--- src/include/usb_desc_params.svh ---
`ifndef USB_DESC_PARAMS_SVH
`define USB_DESC_PARAMS_SVH

// device identity, little-endian in the device descriptor
`define USB_VENDOR_ID          16'h1234
`define USB_PRODUCT_ID         16'h5678
`define USB_VERSION_BCD        16'h0100

// string descriptors 1 and 2, leftmost character is sent first
`define USB_VENDOR_STR         "Sample Vendor"
`define USB_VENDOR_STR_LEN     13
`define USB_PRODUCT_STR        "UVC Test Camera"
`define USB_PRODUCT_STR_LEN    15

`define USB_HS_SUPPORT         1'b0          // picks bcdUSB 2.00 over 1.10
`define USB_SELF_POWERED       1'b0          // bmAttributes bit 6

// endpoints, the IN bit is added in the config table
`define UVC_STATUS_EP_NUM      4'd2          // interrupt status endpoint
`define UVC_DATA_EP_NUM        4'd1          // isochronous video endpoint

// uncompressed YUY2 stream, 640x480 at 30 fps
`define UVC_WIDTH              16'd640
`define UVC_HEIGHT             16'd480
`define UVC_MIN_BIT_RATE       32'd147456000 // w * h * 16 * 30
`define UVC_MAX_BIT_RATE       32'd147456000
`define UVC_MAX_FRAME_SIZE     32'd614400    // w * h * 2
`define UVC_FRAME_INTERVAL     32'd333333    // 100 ns units
`define UVC_BITS_PER_PIXEL     8'd16
`define UVC_PACKET_SIZE        11'd1023      // full-speed iso maximum
`define UVC_ADDITIONAL_PACKET  2'd0          // no extra transactions per microframe

`endif

--- src/logic/usb_desc_pkg.sv ---
package usb_desc_pkg;

    `include "usb_desc_params.svh"

    typedef logic [7:0] desc_byte_t;         // one ROM byte
    typedef logic [9:0] desc_addr_t;         // ROM byte address
    typedef logic [7:0] desc_len_t;          // descriptor length

    typedef enum logic [2:0] {
        KIND_DEVICE, KIND_QUALIFIER, KIND_CONFIG, KIND_LANG, KIND_VENDOR, KIND_PRODUCT
    } desc_kind_e;

    typedef enum logic [1:0] {
        REGION_STD, REGION_CFG, REGION_STR, REGION_NONE
    } desc_region_e;

    localparam int BLOB_BYTES = 126;                      // longest string descriptor body
    typedef logic [8*BLOB_BYTES-1:0] blob_t;              // byte table, byte 0 leftmost

    // ROM layout, 18..19 and 30..31 are padding
    localparam desc_addr_t DEV_ADDR     = 10'd0;
    localparam desc_len_t  DEV_LEN      = 8'd18;
    localparam desc_addr_t QUAL_ADDR    = 10'd20;
    localparam desc_len_t  QUAL_LEN     = 8'd10;
    localparam desc_addr_t CFG_ADDR     = 10'd32;
    localparam desc_len_t  CFG_LEN      = 8'd174;
    localparam desc_addr_t LANG_ADDR    = CFG_ADDR + 10'(CFG_LEN);
    localparam desc_len_t  LANG_LEN     = 8'd4;
    localparam desc_addr_t VENDOR_ADDR  = LANG_ADDR + 10'(LANG_LEN);
    localparam desc_len_t  VENDOR_LEN   = 8'(2 + 2 * `USB_VENDOR_STR_LEN);
    localparam desc_addr_t PRODUCT_ADDR = VENDOR_ADDR + 10'(VENDOR_LEN);
    localparam desc_len_t  PRODUCT_LEN  = 8'(2 + 2 * `USB_PRODUCT_STR_LEN);
    localparam desc_addr_t END_ADDR     = PRODUCT_ADDR + 10'(PRODUCT_LEN);
    localparam desc_addr_t LANG_OFS     = 10'd32; // lang string sits past the padded qualifier

    // bDescriptorType codes
    localparam desc_byte_t DT_DEVICE       = 8'd1;
    localparam desc_byte_t DT_CONFIG       = 8'd2;
    localparam desc_byte_t DT_STRING       = 8'd3;
    localparam desc_byte_t DT_INTERFACE    = 8'd4;
    localparam desc_byte_t DT_ENDPOINT     = 8'd5;
    localparam desc_byte_t DT_QUALIFIER    = 8'd6;
    localparam desc_byte_t DT_IAD          = 8'd11;
    localparam desc_byte_t DT_CS_INTERFACE = 8'd36;
    localparam desc_byte_t DT_CS_ENDPOINT  = 8'd37;

    function automatic logic [15:0] le16(input logic [15:0] v);
        return {v[7:0], v[15:8]};                         // USB words go low byte first
    endfunction

    function automatic logic [31:0] le32(input logic [31:0] v);
        return {v[7:0], v[15:8], v[23:16], v[31:24]};
    endfunction

    // byte idx of a table that is len bytes long, caller keeps idx < len
    function automatic desc_byte_t byte_at(input blob_t blob, input int len, input int idx);
        return blob[(len - 1 - idx)*8 +: 8];
    endfunction

endpackage

--- src/logic/desc_lookup_if.sv ---
`timescale 1ns/1ps

interface desc_lookup_if;
    import usb_desc_pkg::*;

    desc_addr_t   addr;                      // byte address from the bus slave
    desc_region_e region;                    // decoded ROM region
    desc_addr_t   offset;                    // byte offset inside that region
    desc_byte_t   std_byte;                  // device, qualifier and lang table
    desc_byte_t   cfg_byte;                  // UVC configuration table
    desc_byte_t   str_byte;                  // vendor and product strings
    desc_byte_t   data;                      // selected byte back to the slave

    modport requester (output addr, input data);
    modport mapper (input addr, std_byte, cfg_byte, str_byte, output region, offset, data);
    modport std_rom (input region, offset, output std_byte);
    modport cfg_rom (input offset, output cfg_byte);
    modport str_rom (input offset, output str_byte);

endinterface

--- src/logic/std_desc_rom.sv ---
`timescale 1ns/1ps
`include "usb_desc_params.svh"

module std_desc_rom (
    desc_lookup_if.std_rom lk
);
    import usb_desc_pkg::*;

    localparam logic [15:0] BCD_USB = `USB_HS_SUPPORT ? 16'h0200 : 16'h0110;

    localparam blob_t DEV_DESC = blob_t'({
        DEV_LEN, DT_DEVICE, le16(BCD_USB),
        8'hEF, 8'h02, 8'h01,                     // misc class, common, IAD protocol
        8'h40,                                   // ep0 max packet 64
        le16(`USB_VENDOR_ID), le16(`USB_PRODUCT_ID), le16(`USB_VERSION_BCD),
        8'h01, 8'h02, 8'h00,                     // vendor, product, no serial
        8'h01                                    // one configuration
    });

    localparam blob_t QUAL_DESC = blob_t'({
        QUAL_LEN, DT_QUALIFIER, le16(16'h0200),
        8'hEF, 8'h02, 8'h01, 8'h40,
        8'h01, 8'h00                             // other-speed configs, reserved
    });

    localparam blob_t LANG_DESC = blob_t'({LANG_LEN, DT_STRING, le16(16'h0409)}); // en-US

    int ofs;

    assign ofs = int'(lk.offset);

    always_comb begin
        lk.std_byte = '0;                        // padding 18..19 and 30..31
        if (lk.region == REGION_STD) begin
            case (ofs) inside
                [0:17]:  lk.std_byte = byte_at(DEV_DESC, 18, ofs);
                [20:29]: lk.std_byte = byte_at(QUAL_DESC, 10, ofs - 20);
                [32:35]: lk.std_byte = byte_at(LANG_DESC, 4, ofs - 32);
                default: lk.std_byte = '0;
            endcase
        end
    end

endmodule

--- src/flat_wrapper.sv ---
// flat-port wrapper written by rule: the top's interface ports become plain ports
module std_desc_rom_flat import usb_desc_pkg::*;
  (lk_region, lk_offset, lk_std_byte);
  desc_lookup_if lk_i ();
  input wire logic [$bits(lk_i.region)-1:0] lk_region;
  input wire logic [$bits(lk_i.offset)-1:0] lk_offset;
  output wire logic [$bits(lk_i.std_byte)-1:0] lk_std_byte;
  assign lk_i.region = lk_region;
  assign lk_i.offset = lk_offset;
  assign lk_std_byte = lk_i.std_byte;
  std_desc_rom u_core (.lk(lk_i));
endmodule
--- config.mk ---
export PLATFORM = sky130hd
export DESIGN_NAME = std_desc_rom_flat
export DESIGN_NICKNAME = d
export VERILOG_FILES = /design/src/logic/usb_desc_pkg.sv /design/src/logic/desc_lookup_if.sv /design/src/logic/std_desc_rom.sv /design/src/flat_wrapper.sv
export VERILOG_INCLUDE_DIRS = /design/src /design/src/include
export SDC_FILE = /design/constraint.sdc
export NUM_CORES = 1
export LEC_CHECK = 0
export BUFFER_PORTS_ARGS = -buffer_cell sky130_fd_sc_hd__buf_4
export CAP_MARGIN = 5
export CORE_ASPECT_RATIO = 0.6
export CORE_MARGIN = 4
export CORE_UTILIZATION = 35
export DETAILED_ROUTE_END_ITERATION = 6
export PLACE_DENSITY_LB_ADDON = 0.12
export SETUP_SLACK_MARGIN = 0.15
export SLEW_MARGIN = 20
export SYNTH_ARGS = -nofsm -noshare
export SYNTH_HDL_FRONTEND = slang
export SYNTH_SLANG_ARGS = --single-unit
--- constraint.sdc ---
create_clock -name vclk -period 11.25
set_input_delay 2.8125 -clock vclk [all_inputs]
set_output_delay 2.8125 -clock vclk [all_outputs]
set_load 0.005 [all_outputs]
==> flow_summary_export.csv <==
group,metric,value,unit
setup_path,cp-startpoint,"lk_offset[6]",
setup_path,slowest_stage,"nor4b_1",
yosys,synth_cell_types,50,
timing,finalMaxSlewViolations,0,
placement,portBuffers,20,
floorplanning,design.core.area,2947,sq um
route,antenna_left,0,
pwr,internal_power,0.01664,mW
pwr,max-vdd-ir-drop,16.53,uV
route,post-route-drc-count,0,
route,vias_per_cell,5.865,
pwr,cellLeakagePower,0.5153,nW
floorplanning,start_util,37.75,%
pwr,power_switching,0.02825,mW
min_path,worstHoldStart,"lk_offset[0]",
yosys,synth.cell_area,1112,sq um
setup_path,cp.required,8.44,ns
cts,cts_resized,0,
placement,post_dp_cell_area,1269,sq um
timing,min_period_over_period,70.04,%
timing,setup_tns,0,ns
global_route,gr-usage-all-layers,17.36,%
timing,tightest_slew,0.7212,ns
floorplanning,dieArea,4174,sq um
pwr,switching_share,62.93,%
route,dr.pass1.iters,4,
global_route,grt-ovfl-total,0,
finish,ff_latch_area,0,sq um
timing,hold_violations,0,
cts,ctsHoldBuffers,0,
finish,drive_gt1_share,15.47,%
placement,place_congestion,0.8569,
timing,setup_viol,0,
floorplanning,io_pins,20,
floorplanning,die_x,80.78,um
finish,utilization,43.06,%
yosys,avgSynthCellArea,6.543,sq um
pwr,p_per_area,35.38,nW/um^2
setup_path,cp_max_fo,9,
setup_path,crit_buf_inv,4,
setup_path,max_stage_delay,0.47,ns
setup_path,crit_chain,"buf_4, inv_1, ha_1, inv_1, or3_1, a211oi_2, a22oi_2, nor4b_1, o22a_1, buf_4",
global_route,grt_start_max_net_pins,21,
flow_run,cap_violations,0,
setup_path,critPathLaunchType,"input port",
floorplanning,die_h,51.67,um
finish,nFillCells,329,
route,first_iter_violations,99,
timing,period_needed,7.880,ns
cts,post_cts_buffers,0,
setup_path,crit_family,"simple AND/OR/NAND/NOR gates",
route,routed_wl,3479,um
finish,final_nets,203,
setup_path,worstSetupPathType,"in2out",
placement,place_hpwl,2739,um
route,vias,1308,
setup_path,crit_arrival,5.07,ns
min_path,hp-class,"in2out",
timing,fmax,126.9,MHz
global_route,grt_pass1_wl,5837,um
yosys,synthCells,170,
yosys,syn-num-nets,190,
min_path,hold_end,"lk_std_byte[6]",
pwr,power_frac_comb,100.0,%
route,wire_per_inst,15.60,um
finish,synthToLayoutAreaGrowth,14.06,%
global_route,antenna_found_initial,0,
timing,hold_ws,6.210,ns
finish,nFlopsAndLatches,0,
global_route,grt_pass1_vias,1172,
pwr,power_frac_clock,0,%
finish,design_area,1269,sq um
pwr,seqPwrFrac,0,%
min_path,holdPathStages,5,
timing,rsz0062_at_grt,"false",
timing,relSlewSlack,51.57,%
outcome,run_status,"finished, final reports clean",
setup_path,end_kind,"primary output",
yosys,yosysSeqAreaShare,0,%
finish,diodes,0,
yosys,yosys_warnings,0,
finish,nClkBuffers,0,
floorplanning,rows,15,
power groups by stage:
stage / Clock (mW) / Sequential, mW / Combinational, mW
6_report: 0 / 0 / 0.0449
5_1_grt: 0 / 0 / 0.0495
4_1_cts: 0 / 0 / 0.0438
3_5_place_dp: 0 / 0 / 0.0437
3_3_place_gp: 0 / 0 / 0.0434
2_1_floorplan: 0 / 0 / 0.0321
cell type report:
type	count	area (sq um)	area share, %
Multi-Input combinational cell	153	1036	81.66
Timing Repair Buffer	20	150.1	11.83
Tap cell	42	52.55	4.142
Inverter	8	30.03	2.367
cell usage in the layout, fill, tap and decap left out, types with 2 or more instances in the layout:
cell,netlist,final
buf_4,2,20
nor2_1,16,16
o21ai_0,12,12
nor3_1,9,9
nand2_1,8,8
nand3_1,8,8
ha_1,8,8
inv_1,7,7
nand2b_1,7,7
xnor2_1,7,7
nor4_1,6,6
nor2b_1,5,5
or3_1,5,5
o21ai_1,5,5
a21oi_1,5,5
o22a_1,5,5
and3_1,4,4
xor2_1,3,3
nor3b_1,3,3
nor4b_1,3,3
a211oi_2,2,2
mux2i_1,2,2
o22ai_1,2,2
a31oi_1,2,2
and2_1,2,2
o31a_1,2,2
o21a_1,2,2
worst max-delay path by stage:
stage                           to  slack, ns  depth (start not counted)
floorplan           lk_std_byte[6]       3.74                         10
global placement    lk_std_byte[1]       3.45                         10
detailed placement  lk_std_byte[6]       3.42                         10
CTS                 lk_std_byte[6]       3.40                         10
global route        lk_std_byte[6]       3.16                         10
finish              lk_std_byte[1]       3.37                         10
tightest hold or removal path: stages:
cell	delay (ns)
buf_4	0.16
nand4_1	0.10
a21oi_1	0.07
o2bb2ai_1	0.12
buf_4	0.12
stage by stage:
stage / worst slack (ns) / cells / total power, mW
finish: 3.370 / 223 / 0.04488
global route: 3.162 / 223 / 0.04951
CTS: 3.402 / 223 / 0.04385
detailed placement: 3.418 / 223 / 0.04366
global placement: 3.454 / 223 / 0.04343
floorplan: 3.744 / 170 / 0.03206
per-layer routing:
metal | vias up | part of all wire, % | GRT usage [%] | wire (um)
li1 | 662 | - | - | -
met1 | 614 | 53 | 28.28 | 1850
met2 | 32 | 37 | 23.21 | 1284
met3 | 0 | 9.9 | 4.498 | 344
met4 | 0 | 0 | 0 | 0
met5 | - | 0 | 0 | 0
synthesized netlist by cell type (all sizes together):
cell type / count / area share [%]
a211o: 1 / 0.79
a211oi: 3 / 2.9
a21boi: 1 / 0.68
a21oi: 6 / 3.0
a22oi: 1 / 1.1
a31oi: 2 / 1.1
a32o: 1 / 0.90
and2: 2 / 1.1
and3: 4 / 2.2
and3b: 1 / 0.79
and4: 1 / 0.79
buf: 6 / 3.1
clkbuf: 3 / 1.0
ha: 8 / 9.0
inv: 8 / 2.7
mux2i: 2 / 1.8
nand2: 8 / 2.7
nand2b: 7 / 3.9
nand3: 8 / 3.6
nand3b: 1 / 0.68
nand4: 1 / 0.56
nor2: 16 / 5.4
nor2b: 5 / 2.8
nor3: 9 / 4.0
nor3b: 3 / 2.0
nor4: 6 / 3.4
nor4b: 3 / 2.4
o2111ai: 1 / 0.79
o211a: 1 / 0.90
o211ai: 2 / 1.8
o21a: 2 / 1.3
o21ai: 17 / 7.6
o21bai: 1 / 0.68
o221a: 1 / 1.0
o22a: 5 / 3.9
o22ai: 2 / 1.1
o2bb2ai: 1 / 0.79
o31a: 2 / 1.6
o31ai: 1 / 0.68
or3: 5 / 2.8
or4b: 1 / 0.90
xnor2: 7 / 5.5
xor2: 4 / 3.8
kinds of logic after synthesis:
group / count (synthesis) / synth area share [%]
buffers and inverters: 17 / 6.861
AO/OA/AOI/OAI: 51 / 32.85
XOR/XNOR: 11 / 9.337
multiplexers: 2 / 1.800
adder cells (fa/ha/maj): 8 / 8.999
AND/OR/NAND/NOR: 81 / 40.16
(Power assumes the default switching activity.)
