--- config.mk ---
export PLATFORM = sky130hd
export DESIGN_NAME = desc_addr_map_flat
export DESIGN_NICKNAME = d
export VERILOG_FILES = /design/src/logic/usb_desc_pkg.sv /design/src/logic/desc_lookup_if.sv /design/src/logic/desc_addr_map.sv /design/src/flat_wrapper.sv
export VERILOG_INCLUDE_DIRS = /design/src /design/src/include
export SDC_FILE = /design/constraint.sdc
export NUM_CORES = 1
export LEC_CHECK = 0
export BUFFER_PORTS_ARGS = -buffer_cell sky130_fd_sc_hd__buf_2
export CORE_MARGIN = 3
export CORE_UTILIZATION = 44
export DETAILED_ROUTE_END_ITERATION = 16
export PLACE_DENSITY = 0.91
export SYNTH_ARGS = -nofsm -noshare
export SYNTH_HDL_FRONTEND = slang
export SYNTH_SLANG_ARGS = --single-unit
export TNS_END_PERCENT = 10
--- constraint.sdc ---
create_clock -name vclk -period 3.8
set_input_delay 0.57 -clock vclk [all_inputs]
set_output_delay 0.57 -clock vclk [all_outputs]
set_load 0.02 [all_outputs]
--- src/include/usb_desc_params.svh ---
`ifndef USB_DESC_PARAMS_SVH
`define USB_DESC_PARAMS_SVH

// device identity, little-endian in the device descriptor
`define USB_VENDOR_ID          16'h1234
`define USB_PRODUCT_ID         16'h5678
`define USB_VERSION_BCD        16'h0100

// string descriptors 1 and 2, leftmost character is sent first
`define USB_VENDOR_STR         "Sample Vendor"
`define USB_VENDOR_STR_LEN     13
`define USB_PRODUCT_STR        "UVC Test Camera"
`define USB_PRODUCT_STR_LEN    15

`define USB_HS_SUPPORT         1'b0          // picks bcdUSB 2.00 over 1.10
`define USB_SELF_POWERED       1'b0          // bmAttributes bit 6

// endpoints, the IN bit is added in the config table
`define UVC_STATUS_EP_NUM      4'd2          // interrupt status endpoint
`define UVC_DATA_EP_NUM        4'd1          // isochronous video endpoint

// uncompressed YUY2 stream, 640x480 at 30 fps
`define UVC_WIDTH              16'd640
`define UVC_HEIGHT             16'd480
`define UVC_MIN_BIT_RATE       32'd147456000 // w * h * 16 * 30
`define UVC_MAX_BIT_RATE       32'd147456000
`define UVC_MAX_FRAME_SIZE     32'd614400    // w * h * 2
`define UVC_FRAME_INTERVAL     32'd333333    // 100 ns units
`define UVC_BITS_PER_PIXEL     8'd16
`define UVC_PACKET_SIZE        11'd1023      // full-speed iso maximum
`define UVC_ADDITIONAL_PACKET  2'd0          // no extra transactions per microframe

`endif

--- src/logic/usb_desc_pkg.sv ---
package usb_desc_pkg;

    `include "usb_desc_params.svh"

    typedef logic [7:0] desc_byte_t;         // one ROM byte
    typedef logic [9:0] desc_addr_t;         // ROM byte address
    typedef logic [7:0] desc_len_t;          // descriptor length

    typedef enum logic [2:0] {
        KIND_DEVICE, KIND_QUALIFIER, KIND_CONFIG, KIND_LANG, KIND_VENDOR, KIND_PRODUCT
    } desc_kind_e;

    typedef enum logic [1:0] {
        REGION_STD, REGION_CFG, REGION_STR, REGION_NONE
    } desc_region_e;

    localparam int BLOB_BYTES = 126;                      // longest string descriptor body
    typedef logic [8*BLOB_BYTES-1:0] blob_t;              // byte table, byte 0 leftmost

    // ROM layout, 18..19 and 30..31 are padding
    localparam desc_addr_t DEV_ADDR     = 10'd0;
    localparam desc_len_t  DEV_LEN      = 8'd18;
    localparam desc_addr_t QUAL_ADDR    = 10'd20;
    localparam desc_len_t  QUAL_LEN     = 8'd10;
    localparam desc_addr_t CFG_ADDR     = 10'd32;
    localparam desc_len_t  CFG_LEN      = 8'd174;
    localparam desc_addr_t LANG_ADDR    = CFG_ADDR + 10'(CFG_LEN);
    localparam desc_len_t  LANG_LEN     = 8'd4;
    localparam desc_addr_t VENDOR_ADDR  = LANG_ADDR + 10'(LANG_LEN);
    localparam desc_len_t  VENDOR_LEN   = 8'(2 + 2 * `USB_VENDOR_STR_LEN);
    localparam desc_addr_t PRODUCT_ADDR = VENDOR_ADDR + 10'(VENDOR_LEN);
    localparam desc_len_t  PRODUCT_LEN  = 8'(2 + 2 * `USB_PRODUCT_STR_LEN);
    localparam desc_addr_t END_ADDR     = PRODUCT_ADDR + 10'(PRODUCT_LEN);
    localparam desc_addr_t LANG_OFS     = 10'd32; // lang string sits past the padded qualifier

    // bDescriptorType codes
    localparam desc_byte_t DT_DEVICE       = 8'd1;
    localparam desc_byte_t DT_CONFIG       = 8'd2;
    localparam desc_byte_t DT_STRING       = 8'd3;
    localparam desc_byte_t DT_INTERFACE    = 8'd4;
    localparam desc_byte_t DT_ENDPOINT     = 8'd5;
    localparam desc_byte_t DT_QUALIFIER    = 8'd6;
    localparam desc_byte_t DT_IAD          = 8'd11;
    localparam desc_byte_t DT_CS_INTERFACE = 8'd36;
    localparam desc_byte_t DT_CS_ENDPOINT  = 8'd37;

    function automatic logic [15:0] le16(input logic [15:0] v);
        return {v[7:0], v[15:8]};                         // USB words go low byte first
    endfunction

    function automatic logic [31:0] le32(input logic [31:0] v);
        return {v[7:0], v[15:8], v[23:16], v[31:24]};
    endfunction

    // byte idx of a table that is len bytes long, caller keeps idx < len
    function automatic desc_byte_t byte_at(input blob_t blob, input int len, input int idx);
        return blob[(len - 1 - idx)*8 +: 8];
    endfunction

endpackage

--- src/logic/desc_lookup_if.sv ---
`timescale 1ns/1ps

interface desc_lookup_if;
    import usb_desc_pkg::*;

    desc_addr_t   addr;                      // byte address from the bus slave
    desc_region_e region;                    // decoded ROM region
    desc_addr_t   offset;                    // byte offset inside that region
    desc_byte_t   std_byte;                  // device, qualifier and lang table
    desc_byte_t   cfg_byte;                  // UVC configuration table
    desc_byte_t   str_byte;                  // vendor and product strings
    desc_byte_t   data;                      // selected byte back to the slave

    modport requester (output addr, input data);
    modport mapper (input addr, std_byte, cfg_byte, str_byte, output region, offset, data);
    modport std_rom (input region, offset, output std_byte);
    modport cfg_rom (input offset, output cfg_byte);
    modport str_rom (input offset, output str_byte);

endinterface

--- src/logic/desc_addr_map.sv ---
`timescale 1ns/1ps

module desc_addr_map (
    desc_lookup_if.mapper             lk,
    input  usb_desc_pkg::desc_kind_e  i_desc_kind,
    output usb_desc_pkg::desc_addr_t  o_desc_addr,
    output usb_desc_pkg::desc_len_t   o_desc_len
);
    import usb_desc_pkg::*;

    // address decode, regions in ascending address order
    always_comb begin
        lk.region = REGION_NONE;
        lk.offset = '0;
        if (lk.addr < CFG_ADDR) begin
            lk.region = REGION_STD;              // device, qualifier and padding
            lk.offset = lk.addr;
        end else if (lk.addr < LANG_ADDR) begin
            lk.region = REGION_CFG;
            lk.offset = lk.addr - CFG_ADDR;
        end else if (lk.addr < VENDOR_ADDR) begin
            lk.region = REGION_STD;              // lang string lives in the std table
            lk.offset = lk.addr - LANG_ADDR + LANG_OFS;
        end else if (lk.addr < END_ADDR) begin
            lk.region = REGION_STR;              // vendor then product
            lk.offset = lk.addr - VENDOR_ADDR;
        end
    end

    always_comb begin
        case (lk.region)
            REGION_STD: lk.data = lk.std_byte;
            REGION_CFG: lk.data = lk.cfg_byte;
            REGION_STR: lk.data = lk.str_byte;
            default:    lk.data = '0;            // past END_ADDR
        endcase
    end

    // kind lookup for the device core, same layout table
    always_comb begin
        case (i_desc_kind)
            KIND_DEVICE:    begin o_desc_addr = DEV_ADDR;     o_desc_len = DEV_LEN;     end
            KIND_QUALIFIER: begin o_desc_addr = QUAL_ADDR;    o_desc_len = QUAL_LEN;    end
            KIND_CONFIG:    begin o_desc_addr = CFG_ADDR;     o_desc_len = CFG_LEN;     end
            KIND_LANG:      begin o_desc_addr = LANG_ADDR;    o_desc_len = LANG_LEN;    end
            KIND_VENDOR:    begin o_desc_addr = VENDOR_ADDR;  o_desc_len = VENDOR_LEN;  end
            KIND_PRODUCT:   begin o_desc_addr = PRODUCT_ADDR; o_desc_len = PRODUCT_LEN; end
            default:        begin o_desc_addr = '0;           o_desc_len = '0;          end
        endcase
    end

endmodule

--- src/flat_wrapper.sv ---
// flat-port wrapper written by rule: the top's interface ports become plain ports
module desc_addr_map_flat import usb_desc_pkg::*;
  (i_desc_kind, o_desc_addr, o_desc_len, lk_addr, lk_std_byte, lk_cfg_byte, lk_str_byte, lk_region, lk_offset, lk_data);
  desc_lookup_if lk_i ();
  input  usb_desc_pkg::desc_kind_e i_desc_kind;
  output usb_desc_pkg::desc_addr_t o_desc_addr;
  output usb_desc_pkg::desc_len_t o_desc_len;
  input wire logic [$bits(lk_i.addr)-1:0] lk_addr;
  input wire logic [$bits(lk_i.std_byte)-1:0] lk_std_byte;
  input wire logic [$bits(lk_i.cfg_byte)-1:0] lk_cfg_byte;
  input wire logic [$bits(lk_i.str_byte)-1:0] lk_str_byte;
  output wire logic [$bits(lk_i.region)-1:0] lk_region;
  output wire logic [$bits(lk_i.offset)-1:0] lk_offset;
  output wire logic [$bits(lk_i.data)-1:0] lk_data;
  assign lk_i.addr = lk_addr;
  assign lk_i.std_byte = lk_std_byte;
  assign lk_i.cfg_byte = lk_cfg_byte;
  assign lk_i.str_byte = lk_str_byte;
  assign lk_region = lk_i.region;
  assign lk_offset = lk_i.offset;
  assign lk_data = lk_i.data;
  desc_addr_map u_core (.lk(lk_i), .i_desc_kind(i_desc_kind), .o_desc_addr(o_desc_addr), .o_desc_len(o_desc_len));
endmodule
==> summary.md <==
| Metric | Value |
|---|---|
| Ranking of synthesized cells by area | a222oi_1 9.3%, buf_4 7.9%, ha_1 7.3%, inv_1 6.6%, a21oi_1 5.2% |
| Cell Pwr Density | roughly 130 nW/um^2 |
| Initial antenna violation count | 0 |
| Via Count | between 1k and 1.5k |
| Total gr overflow | 0 |
| Worst path slowest cell | a311oi_2 |
| Final period utilization | 75.6% |
| RSZ-0062 raised after global routing | false |
| Final TNS setup | 0 ps |
| Hold Path Sink | o_desc_len[1] |
| Vias per std cell | 5.59 |
| # resized after CTS | 0 |
| Critical Path AT | 2300 ps |
| Final WS setup | 928 ps |
| Largest family of logic cells by synthesized area | compound AO/OA/AOI/OAI gates |
| Min-delay worst type | primary input to output pin |
| Final Setup Violations | 0 |
| FF+latch area | 0 um^2 |
| GRT Total Usage | 21.3% |
| Core area | 1780 um^2 |
| Setup Fix Bufs, Post-CTS | 0 |
| CP Cell Sequence | buf_2 > a311oi_2 > o21ai_1 > nor2_2 > nand2_1 > o21ai_0 > buf_2 |
| Critical path type | primary input to output pin |
| Worst vdd ir | 0.0000557 V |
| Vias in the first global route | 999 |
| Antenna viol nets, final | 0 |
| Sequential fraction of the synthesis area | 0% |
| Starting density of the core | 48.1% |
| Internal | 0.0526 mW |
| Post-Syn Area | around 860 um^2 |
| Post-DR wirelength/cell | 13.7 um |
| Total number of yosys warnings | 0 |
| Outcome | completed |
| Pre-CTS WS | 979 ps |
| First-pass GRT wire length | 4.51 mm |
| Synth-to-Final Area Change | 31.6% |
| Critical Path End Type | output pin |
| Tmin final | 2870 ps |
| Routability congestion estimate | between 0.8 and 0.9 |
| Nets@finish | 232 |
| Startpoint types | primary input |
| Netlist cell types | between 40 and 50 |
| Hold buffers post-CTS | 0 |
| Pre-antenna DRT Iters | 7 |
| Worst Hold Launch | i_desc_kind[2] |
| Crit-path max cell delay | 410 ps |
| Rel. slew slack | between 60% and 70% |
| Die height | 50.2 um |
| Pleak | 0.658 nW |
| Worst-Margin Slew | 558 ps |
| Multiplexer share of the synthesized area | around 1.2% |
| Share of layout cells above drive strength 1 | 41.0% |
| Total power draw | 0.147 mW |
| Share of total power in the clock network | 0% |
| Net Sw Frac | roughly 64% |
| Row count | 15 |
| Xor/xnor share of the synthesized area | 1.02% |
| Num sequential | 0 |
| Remaining DRCs | 0 |
| Seq pwr share | 0% |
| CLK BUF | 0 |
| Synth Instances | 133 |
| Commonest non-fill, non-tap cell in the layout | buf_2 |
| Die Width | 50.2 um |
| Hold path cells | 3 |
| Simple-gate share of the synthesized area | ~28% |
| Buffers on Ports | 69 |
| Placed cell area | 1130 um^2 |
| Most frequent cells in the layout | 69 x buf_2, 15 x inv_1, 12 x nor2_1 |
| Final wirelength | 2.92 mm |
| Yosys top cell area share | 9.33% |
| Syn Area/Cell | 6.45 um^2 |
| Switch Pwr | 0.0946 mW |
| Largest delay share family, worst path | compound AO/OA/AOI/OAI gates |
| Largest fanout on the critical path | 13 |
| CP bufs+invs | 2 |
| Most used cell, CP | buf_2 |
| Synth Area in Adders | about 7.3% |
| Largest net degree at the start of global routing | 14 |
| Cell accounting for the most synthesized area | a222oi_1 |
| Max-cap check violation count | 0 |
| Initial DRC Count | 49 |
| Die area | 2520 um^2 |
| FMAX | 0.348 GHz |
| Compound-Gate Fraction of Synth Area | approximately two fifths |
| Design area | 1130 um^2 |
| I/O pin total | 75 |
| Req. time, crit path | 3230 ps |
| Max Slew Vio Count | 0 |
| Gate power share | 100.0% |
| HPWL Detailed | 2.38 mm |
| Hold Fails Final Rpt | 0 |
| Diode count | 0 |
## cell type report
type,count,area (um^2)
timing repair buffer,69,345
fill,177,653
inverter,15,56.3
tap,25,31.3
multi-input combinational,104,697
## layer usage
metal  global-route usage (%)  wire [um]  vias to the layer above
li1                         -          -                      593
met1                     28.2       1170                      533
met2                     37.2       1490                       63
met3                     1.78        234                        2
met4                     4.15         21                        0
met5                        0          0                        -
## worst max-delay path by stage
| stage | slack [ps] | cells after the start | from | end |
|---|---|---|---|---|
| 3_5_place_dp | 980 | 7 | lk_addr[3] | lk_data[0] |
| 3_3_place_gp | 1020 | 7 | lk_addr[3] | lk_offset[4] |
| 2_1_floorplan | 1030 | 6 | lk_addr[1] | lk_offset[4] |
| 5_1_grt | 800 | 7 | lk_addr[5] | lk_offset[9] |
| 6_report | 930 | 7 | lk_addr[5] | lk_offset[9] |
| 4_1_cts | 980 | 7 | lk_addr[3] | lk_data[0] |
## synth_stat cells (2+ instances only)
| library cell | number |
|---|---|
| inv_1 | 15 |
| nor2_1 | 12 |
| a21oi_1 | 9 |
| buf_4 | 9 |
| a222oi_1 | 8 |
| nand3_1 | 7 |
| nand2_1 | 6 |
| clkbuf_1 | 5 |
| ha_1 | 5 |
| o21ai_0 | 5 |
| nand2b_1 | 4 |
| nor3_1 | 4 |
| a31oi_1 | 3 |
| buf_2 | 3 |
| a211oi_1 | 2 |
| a311o_1 | 2 |
| buf_6 | 2 |
| nand3b_1 | 2 |
| o21ai_1 | 2 |
| o21bai_1 | 2 |
| or2_2 | 2 |
## stage by stage
stage	hold WS [ps]	utilization, %	instances
2_1_floorplan	1210	-	138
3_3_place_gp	1450	63.4	213
3_5_place_dp	1460	63.4	213
4_1_cts	1460	63.4	213
5_1_grt	1480	63.4	213
6_report	1460	63.4	213
## power by group through the flow
| stage | Clock (mW) | Combinational (mW) | Sequential, mW |
|---|---|---|---|
| after floorplan | 0 | 0.104 | 0 |
| after global placement | 0 | 0.142 | 0 |
| after detailed placement | 0 | 0.145 | 0 |
| after CTS | 0 | 0.146 | 0 |
| after global routing | 0 | 0.159 | 0 |
| final | 0 | 0.147 | 0 |
## cells by family after synthesis
| kind of cell | count (synthesis) |
|---|---|
| XOR/XNOR | 1 |
| multiplexers | 1 |
| buffers and inverters | 34 |
| other | 1 |
| AO/OA/AOI/OAI | 45 |
| AND/OR/NAND/NOR | 46 |
| adder cells (fa/ha/maj) | 5 |
Power figures use the tool's default switching activity.
