[src/include/usb_desc_params.svh]
`ifndef USB_DESC_PARAMS_SVH
`define USB_DESC_PARAMS_SVH

// device identity, little-endian in the device descriptor
`define USB_VENDOR_ID          16'h1234
`define USB_PRODUCT_ID         16'h5678
`define USB_VERSION_BCD        16'h0100

// string descriptors 1 and 2, leftmost character is sent first
`define USB_VENDOR_STR         "Sample Vendor"
`define USB_VENDOR_STR_LEN     13
`define USB_PRODUCT_STR        "UVC Test Camera"
`define USB_PRODUCT_STR_LEN    15

`define USB_HS_SUPPORT         1'b0          // picks bcdUSB 2.00 over 1.10
`define USB_SELF_POWERED       1'b0          // bmAttributes bit 6

// endpoints, the IN bit is added in the config table
`define UVC_STATUS_EP_NUM      4'd2          // interrupt status endpoint
`define UVC_DATA_EP_NUM        4'd1          // isochronous video endpoint

// uncompressed YUY2 stream, 640x480 at 30 fps
`define UVC_WIDTH              16'd640
`define UVC_HEIGHT             16'd480
`define UVC_MIN_BIT_RATE       32'd147456000 // w * h * 16 * 30
`define UVC_MAX_BIT_RATE       32'd147456000
`define UVC_MAX_FRAME_SIZE     32'd614400    // w * h * 2
`define UVC_FRAME_INTERVAL     32'd333333    // 100 ns units
`define UVC_BITS_PER_PIXEL     8'd16
`define UVC_PACKET_SIZE        11'd1023      // full-speed iso maximum
`define UVC_ADDITIONAL_PACKET  2'd0          // no extra transactions per microframe

`endif

[src/logic/usb_desc_pkg.sv]
package usb_desc_pkg;

    `include "usb_desc_params.svh"

    typedef logic [7:0] desc_byte_t;         // one ROM byte
    typedef logic [9:0] desc_addr_t;         // ROM byte address
    typedef logic [7:0] desc_len_t;          // descriptor length

    typedef enum logic [2:0] {
        KIND_DEVICE, KIND_QUALIFIER, KIND_CONFIG, KIND_LANG, KIND_VENDOR, KIND_PRODUCT
    } desc_kind_e;

    typedef enum logic [1:0] {
        REGION_STD, REGION_CFG, REGION_STR, REGION_NONE
    } desc_region_e;

    localparam int BLOB_BYTES = 126;                      // longest string descriptor body
    typedef logic [8*BLOB_BYTES-1:0] blob_t;              // byte table, byte 0 leftmost

    // ROM layout, 18..19 and 30..31 are padding
    localparam desc_addr_t DEV_ADDR     = 10'd0;
    localparam desc_len_t  DEV_LEN      = 8'd18;
    localparam desc_addr_t QUAL_ADDR    = 10'd20;
    localparam desc_len_t  QUAL_LEN     = 8'd10;
    localparam desc_addr_t CFG_ADDR     = 10'd32;
    localparam desc_len_t  CFG_LEN      = 8'd174;
    localparam desc_addr_t LANG_ADDR    = CFG_ADDR + 10'(CFG_LEN);
    localparam desc_len_t  LANG_LEN     = 8'd4;
    localparam desc_addr_t VENDOR_ADDR  = LANG_ADDR + 10'(LANG_LEN);
    localparam desc_len_t  VENDOR_LEN   = 8'(2 + 2 * `USB_VENDOR_STR_LEN);
    localparam desc_addr_t PRODUCT_ADDR = VENDOR_ADDR + 10'(VENDOR_LEN);
    localparam desc_len_t  PRODUCT_LEN  = 8'(2 + 2 * `USB_PRODUCT_STR_LEN);
    localparam desc_addr_t END_ADDR     = PRODUCT_ADDR + 10'(PRODUCT_LEN);
    localparam desc_addr_t LANG_OFS     = 10'd32; // lang string sits past the padded qualifier

    // bDescriptorType codes
    localparam desc_byte_t DT_DEVICE       = 8'd1;
    localparam desc_byte_t DT_CONFIG       = 8'd2;
    localparam desc_byte_t DT_STRING       = 8'd3;
    localparam desc_byte_t DT_INTERFACE    = 8'd4;
    localparam desc_byte_t DT_ENDPOINT     = 8'd5;
    localparam desc_byte_t DT_QUALIFIER    = 8'd6;
    localparam desc_byte_t DT_IAD          = 8'd11;
    localparam desc_byte_t DT_CS_INTERFACE = 8'd36;
    localparam desc_byte_t DT_CS_ENDPOINT  = 8'd37;

    function automatic logic [15:0] le16(input logic [15:0] v);
        return {v[7:0], v[15:8]};                         // USB words go low byte first
    endfunction

    function automatic logic [31:0] le32(input logic [31:0] v);
        return {v[7:0], v[15:8], v[23:16], v[31:24]};
    endfunction

    // byte idx of a table that is len bytes long, caller keeps idx < len
    function automatic desc_byte_t byte_at(input blob_t blob, input int len, input int idx);
        return blob[(len - 1 - idx)*8 +: 8];
    endfunction

endpackage

[src/logic/desc_lookup_if.sv]
`timescale 1ns/1ps

interface desc_lookup_if;
    import usb_desc_pkg::*;

    desc_addr_t   addr;                      // byte address from the bus slave
    desc_region_e region;                    // decoded ROM region
    desc_addr_t   offset;                    // byte offset inside that region
    desc_byte_t   std_byte;                  // device, qualifier and lang table
    desc_byte_t   cfg_byte;                  // UVC configuration table
    desc_byte_t   str_byte;                  // vendor and product strings
    desc_byte_t   data;                      // selected byte back to the slave

    modport requester (output addr, input data);
    modport mapper (input addr, std_byte, cfg_byte, str_byte, output region, offset, data);
    modport std_rom (input region, offset, output std_byte);
    modport cfg_rom (input offset, output cfg_byte);
    modport str_rom (input offset, output str_byte);

endinterface

[src/logic/uvc_cfg_rom.sv]
`timescale 1ns/1ps
`include "usb_desc_params.svh"

module uvc_cfg_rom (
    desc_lookup_if.cfg_rom lk
);
    import usb_desc_pkg::*;

    localparam desc_byte_t BM_ATTR = `USB_SELF_POWERED ? 8'hC0 : 8'h80;
    localparam desc_byte_t STAT_EP = {4'h8, `UVC_STATUS_EP_NUM}; // IN endpoint
    localparam desc_byte_t DATA_EP = {4'h8, `UVC_DATA_EP_NUM};

    localparam blob_t CFG_HDR = blob_t'({
        8'h09, DT_CONFIG, le16({8'h00, CFG_LEN}),
        8'h02, 8'h01, 8'h00, BM_ATTR, 8'hFA      // 2 ifaces, config 1, 500 mA
    });
    localparam blob_t IAD = blob_t'({
        8'h08, DT_IAD, 8'h00, 8'h02, 8'h0E, 8'h03, 8'h00, 8'h02 // video collection
    });
    localparam blob_t VC_IF = blob_t'({
        8'h09, DT_INTERFACE, 8'h00, 8'h00, 8'h01, 8'h0E, 8'h01, 8'h00, 8'h02
    });
    localparam blob_t VC_HDR = blob_t'({
        8'h0D, DT_CS_INTERFACE, 8'h01, le16(16'h0110),
        le16(16'd40),                            // VC block up to output terminal
        le32(32'd60000000),                      // clock 60 MHz
        8'h01, 8'h01                             // one streaming iface, number 1
    });
    localparam blob_t IN_TERM = blob_t'({
        8'h12, DT_CS_INTERFACE, 8'h02, 8'h01, le16(16'h0201), // camera terminal 1
        8'h00, 8'h00, 48'h0,                     // no zoom
        8'h03, 24'h0                             // no controls
    });
    localparam blob_t OUT_TERM = blob_t'({
        8'h09, DT_CS_INTERFACE, 8'h03, 8'h02, le16(16'h0101), 8'h00, 8'h01, 8'h00
    });
    localparam blob_t INT_EP = blob_t'({
        8'h07, DT_ENDPOINT, STAT_EP, 8'h03, le16(16'd64), 8'h09
    });
    localparam blob_t CS_INT_EP = blob_t'({8'h05, DT_CS_ENDPOINT, 8'h03, le16(16'd64)});
    localparam blob_t VS_ALT0 = blob_t'({
        8'h09, DT_INTERFACE, 8'h01, 8'h00, 8'h00, 8'h0E, 8'h02, 8'h00, 8'h00 // zero bw
    });
    localparam blob_t VS_IN_HDR = blob_t'({
        8'h0E, DT_CS_INTERFACE, 8'h01, 8'h01,
        le16(16'd71),                            // header, format and frame
        DATA_EP, 8'h00, 8'h02, 8'h01, 8'h00, 8'h00, 8'h01, 8'h00
    });
    localparam blob_t FORMAT = blob_t'({
        8'h1B, DT_CS_INTERFACE, 8'h04, 8'h01, 8'h01,
        128'h5955_5932_0000_1000_8000_00AA_0038_9B71, // YUY2 guid
        `UVC_BITS_PER_PIXEL, 8'h01, 8'h00, 8'h00, 8'h00, 8'h00
    });
    localparam blob_t FRAME = blob_t'({
        8'h1E, DT_CS_INTERFACE, 8'h05, 8'h01, 8'h01,
        le16(`UVC_WIDTH), le16(`UVC_HEIGHT),
        le32(`UVC_MIN_BIT_RATE), le32(`UVC_MAX_BIT_RATE),
        le32(`UVC_MAX_FRAME_SIZE), le32(`UVC_FRAME_INTERVAL),
        8'h01, le32(`UVC_FRAME_INTERVAL)         // single discrete interval
    });
    localparam blob_t VS_ALT1 = blob_t'({
        8'h09, DT_INTERFACE, 8'h01, 8'h01, 8'h01, 8'h0E, 8'h02, 8'h00, 8'h00
    });
    localparam blob_t ISO_EP = blob_t'({
        8'h07, DT_ENDPOINT, DATA_EP, 8'h05,      // async iso
        le16({3'd0, `UVC_ADDITIONAL_PACKET, `UVC_PACKET_SIZE}), 8'h01
    });

    int ofs;

    assign ofs = int'(lk.offset);

    always_comb begin
        case (ofs) inside
            [0:8]:     lk.cfg_byte = byte_at(CFG_HDR, 9, ofs);
            [9:16]:    lk.cfg_byte = byte_at(IAD, 8, ofs - 9);
            [17:25]:   lk.cfg_byte = byte_at(VC_IF, 9, ofs - 17);
            [26:38]:   lk.cfg_byte = byte_at(VC_HDR, 13, ofs - 26);
            [39:56]:   lk.cfg_byte = byte_at(IN_TERM, 18, ofs - 39);
            [57:65]:   lk.cfg_byte = byte_at(OUT_TERM, 9, ofs - 57);
            [66:72]:   lk.cfg_byte = byte_at(INT_EP, 7, ofs - 66);
            [73:77]:   lk.cfg_byte = byte_at(CS_INT_EP, 5, ofs - 73);
            [78:86]:   lk.cfg_byte = byte_at(VS_ALT0, 9, ofs - 78);
            [87:100]:  lk.cfg_byte = byte_at(VS_IN_HDR, 14, ofs - 87);
            [101:127]: lk.cfg_byte = byte_at(FORMAT, 27, ofs - 101);
            [128:157]: lk.cfg_byte = byte_at(FRAME, 30, ofs - 128);
            [158:166]: lk.cfg_byte = byte_at(VS_ALT1, 9, ofs - 158);
            [167:173]: lk.cfg_byte = byte_at(ISO_EP, 7, ofs - 167);
            default:   lk.cfg_byte = '0;         // beyond CFG_LEN
        endcase
    end

endmodule

[src/flat_wrapper.sv]
// flat-port wrapper written by rule: the top's interface ports become plain ports
module uvc_cfg_rom_flat import usb_desc_pkg::*;
  (lk_offset, lk_cfg_byte);
  desc_lookup_if lk_i ();
  input wire logic [$bits(lk_i.offset)-1:0] lk_offset;
  output wire logic [$bits(lk_i.cfg_byte)-1:0] lk_cfg_byte;
  assign lk_i.offset = lk_offset;
  assign lk_cfg_byte = lk_i.cfg_byte;
  uvc_cfg_rom u_core (.lk(lk_i));
endmodule
[config.mk]
export PLATFORM = sky130hd
export DESIGN_NAME = uvc_cfg_rom_flat
export DESIGN_NICKNAME = d
export VERILOG_FILES = /design/src/logic/usb_desc_pkg.sv /design/src/logic/desc_lookup_if.sv /design/src/logic/uvc_cfg_rom.sv /design/src/flat_wrapper.sv
export VERILOG_INCLUDE_DIRS = /design/src /design/src/include
export SDC_FILE = /design/constraint.sdc
export NUM_CORES = 1
export LEC_CHECK = 0
export ABC_AREA = 1
export BUFFER_PORTS_ARGS = -buffer_cell sky130_fd_sc_hd__buf_4
export CAP_MARGIN = 5
export CORE_MARGIN = 1.5
export CORE_UTILIZATION = 60
export DETAILED_ROUTE_END_ITERATION = 7
export GPL_TIMING_DRIVEN = 0
export PLACE_DENSITY_LB_ADDON = 0.05
export SLEW_MARGIN = 20
export SYNTH_ARGS = -nofsm -noshare
export SYNTH_HDL_FRONTEND = slang
export SYNTH_SLANG_ARGS = --single-unit
[constraint.sdc]
create_clock -name vclk -period 6.2
set_input_delay 0.31 -clock vclk [all_inputs]
set_output_delay 0.31 -clock vclk [all_outputs]
set_load 0.005 [all_outputs]
==> summary.md <==
| Metric | Value |
|---|---|
| Synthesized netlist cell count | 1104 |
| IO Count | 18 |
| Worst Max-Slew Pin Slew | 754.9 ps |
| Yosys Warn Count | 0 |
| Unique masters post-synth | 58 |
| Final setup TNS | 0 ps |
| Initial core utilization | 0.6186 |
| CP Launch Type | input pin |
| Antenna violations before repair | 0 |
| Setup bufs post-CTS | 0 |
| Iter 0 DRT Violations | 745 |
| I/O Buffers | 16 |
| Nets | 1152 |
| Setup-failing EPs final | 0 |
| Slew Limit Fails | 0 |
| CP max stage cell | ha_1 |
| Grt total ovfl | 0 |
| Via count | 7563 |
| Number of global-route vias before repair | 6627 |
| Number of diodes | 0 |
| Sequential share of the synthesized area | 0 |
| Sequential Area | 0 µm² |
| Sequential cell count | 0 |
| WP buf/inv | 6 |
| Layout cells sized above 1 | 0.1188 |
| CP dominant cell by count | nand2_1 |
| Gr usage total | 0.4300 |
| Power Density | 90.67 nW/µm² |
| Max rail drop VDD | 0.00007284 V |
| DIE AREA | 10080 µm² |
| Critical path class | input pin to primary output |
| RSZ-0062 raised after global routing | no |
| Leak | 3.037 nW |
| Worst Hold Class | input pin to primary output |
| Mean Syn Cell Area | 5.153 µm² |
| Routed Antenna Nets | 0 |
| Cell taking the most area after synthesis | nand2_1 |
| Mapped cell area | 5689 µm² |
| Worst setup EP type | primary output |
| Signal arrival time at the worst endpoint | 4800 ps |
| Vert. Die Dim | 100.4 µm |
| CTS resizes | 0 |
| Max-cap violations | 0 |
| Final Hold Viols | 0 |
| Largest net degree at the start of global routing | 16 |
| Largest stage delay on the critical path | 590 ps |
| Top delay family on crit path | simple AND/OR/NAND/NOR gates |
| Gpl congestion | 1.078 |
| Slew headroom | 0.4921 |
| Fin crit share | 0.8244 |
| Post-synthesis net count | 1134 |
| Overall Power | 0.0005393 W |
| Fillers | 963 |
| CLK BUF | 0 |
| # DRC | 0 |
| Drt total wl | 21.70 mm |
| Outcome | finished, final reports clean |
| First-pass GRT wire length | 34.16 mm |
| F_max | 195.7 MHz |
| Row count | 35 |
| Top post-synthesis cells by area | nand2_1 24%, nand3_1 9.7%, nor2_1 8.0% |
| Die W | 100.4 µm |
| Drt pass-1 iters | 6 |
| Vias per cell | 6.144 |
| Hpwl dp | 17.58 mm |
| Top-area cell type share of the netlist area | 0.2355 |
| Wire per inst | 17.63 µm |
| Final Critical Period | 5111 ps |
| Critical Path RT | 5890 ps |
| Critical Path Fanout Max | 11 |
| Area Growth Syn to Fin | 4.552% |
| Core footprint | 9196 µm² |
| Hold_buf cts | 0 |
[synthesized netlist by cell type, types with 3 or more instances]
| master | n |
|---|---|
| nand2_1 | 357 |
| nor2_1 | 122 |
| inv_1 | 110 |
| nand3_1 | 110 |
| o21ai_0 | 52 |
| xor2_1 | 50 |
| nand4_1 | 32 |
| a21oi_1 | 29 |
| inv_2 | 21 |
| ha_1 | 20 |
| nor3_1 | 17 |
| buf_2 | 15 |
| nand2_2 | 14 |
| nor2_2 | 14 |
| xnor2_1 | 12 |
| o211ai_1 | 11 |
| a31oi_1 | 10 |
| o21ai_1 | 10 |
| nor4_1 | 8 |
| o31ai_1 | 7 |
| buf_6 | 6 |
| xor2_2 | 6 |
| nor2_4 | 5 |
| or2_2 | 5 |
| a31o_2 | 4 |
| clkbuf_1 | 4 |
| nand3_2 | 4 |
| a21boi_0 | 3 |
| a21oi_2 | 3 |
| buf_4 | 3 |
| clkinv_1 | 3 |
| nand2_4 | 3 |
| o22ai_1 | 3 |
[power breakdown]
| part | leakage, nW | internal, W | switching [W] | total (W) |
|---|---|---|---|---|
| Clock | 0 | 0 | 0 | 0 |
| Sequential | 0 | 0 | 0 | 0 |
| Combinational | 3.04 | 0.000157 | 0.000383 | 0.000539 |
| Total | 3.04 | 0.000157 | 0.000383 | 0.000539 |
[final timing paths]
kind / start / to / slack, ps / depth (start not counted)
setup / recovery: lk_offset[0] / lk_cfg_byte[0] / 1090 / 29
hold / removal: lk_offset[9] / lk_cfg_byte[0] / 1400 / 8
[layout by cell type (no fill, tap or decap), types with 3 or more instances in the layout]
cell      count
nand2_1     357
nor2_1      122
inv_1       110
nand3_1     110
o21ai_0      52
xor2_1       50
nand4_1      32
a21oi_1      29
inv_2        21
ha_1         20
buf_4        19
nor3_1       17
buf_2        15
nor2_2       14
nand2_2      14
xnor2_1      12
o211ai_1     11
o21ai_1      10
a31oi_1      10
nor4_1        8
o31ai_1       7
buf_6         6
xor2_2        6
nor2_4        5
or2_2         5
clkbuf_1      4
nand3_2       4
a31o_2        4
a21oi_2       3
clkinv_1      3
nand2_4       3
o22ai_1       3
a21boi_0      3
[per-stage QoR]
stage | util | worst slack, ps | hold slack, ps | instances | instance area, µm²
after floorplan | - | 2795 | 1016 | 1104 | 5689
after global placement | 0.6468 | 1300 | 1383 | 1231 | 5948
after detailed placement | 0.6468 | 1350 | 1379 | 1231 | 5948
after CTS | 0.6468 | 1328 | 1382 | 1231 | 5948
after global routing | 0.6468 | 762.1 | 1475 | 1231 | 5948
final | 0.6468 | 1089 | 1401 | 1231 | 5948
[final cells by class]
cell class	count	area, µm²	area share
timing repair buffer	16	120.1	0.02019
buffer	29	183.9	0.03092
inverter	136	516.7	0.08687
multi-input combinational	939	4989	0.8387
tap	111	138.9	0.02335
[tightest hold or removal path, stage by stage]
cell and delay, ps:
buf_4 100, inv_1 50, nand2_1 160, o22ai_1 160, inv_1 100, nand2_1 60, nand2_1 50, buf_4 100
[metal layers]
metal	up-vias	share of wire	track usage
met5	-	0	0
met1	3287	0.40	0.5788
met3	104	0.12	0.05919
li1	3636	-	-
met4	0	0.057	0.2156
met2	536	0.42	0.6703
[kinds of logic after synthesis]
logic type / after synthesis / synth area share
buffers and inverters: 165 / 0.1232
and+or+nand+nor: 704 / 0.5560
adders and majority gates: 20 / 0.04399
xor gates and xnor gates: 71 / 0.1251
AOI/OAI and AO/OA: 144 / 0.1518
No activity file was read; power rests on OpenSTA's default activity.
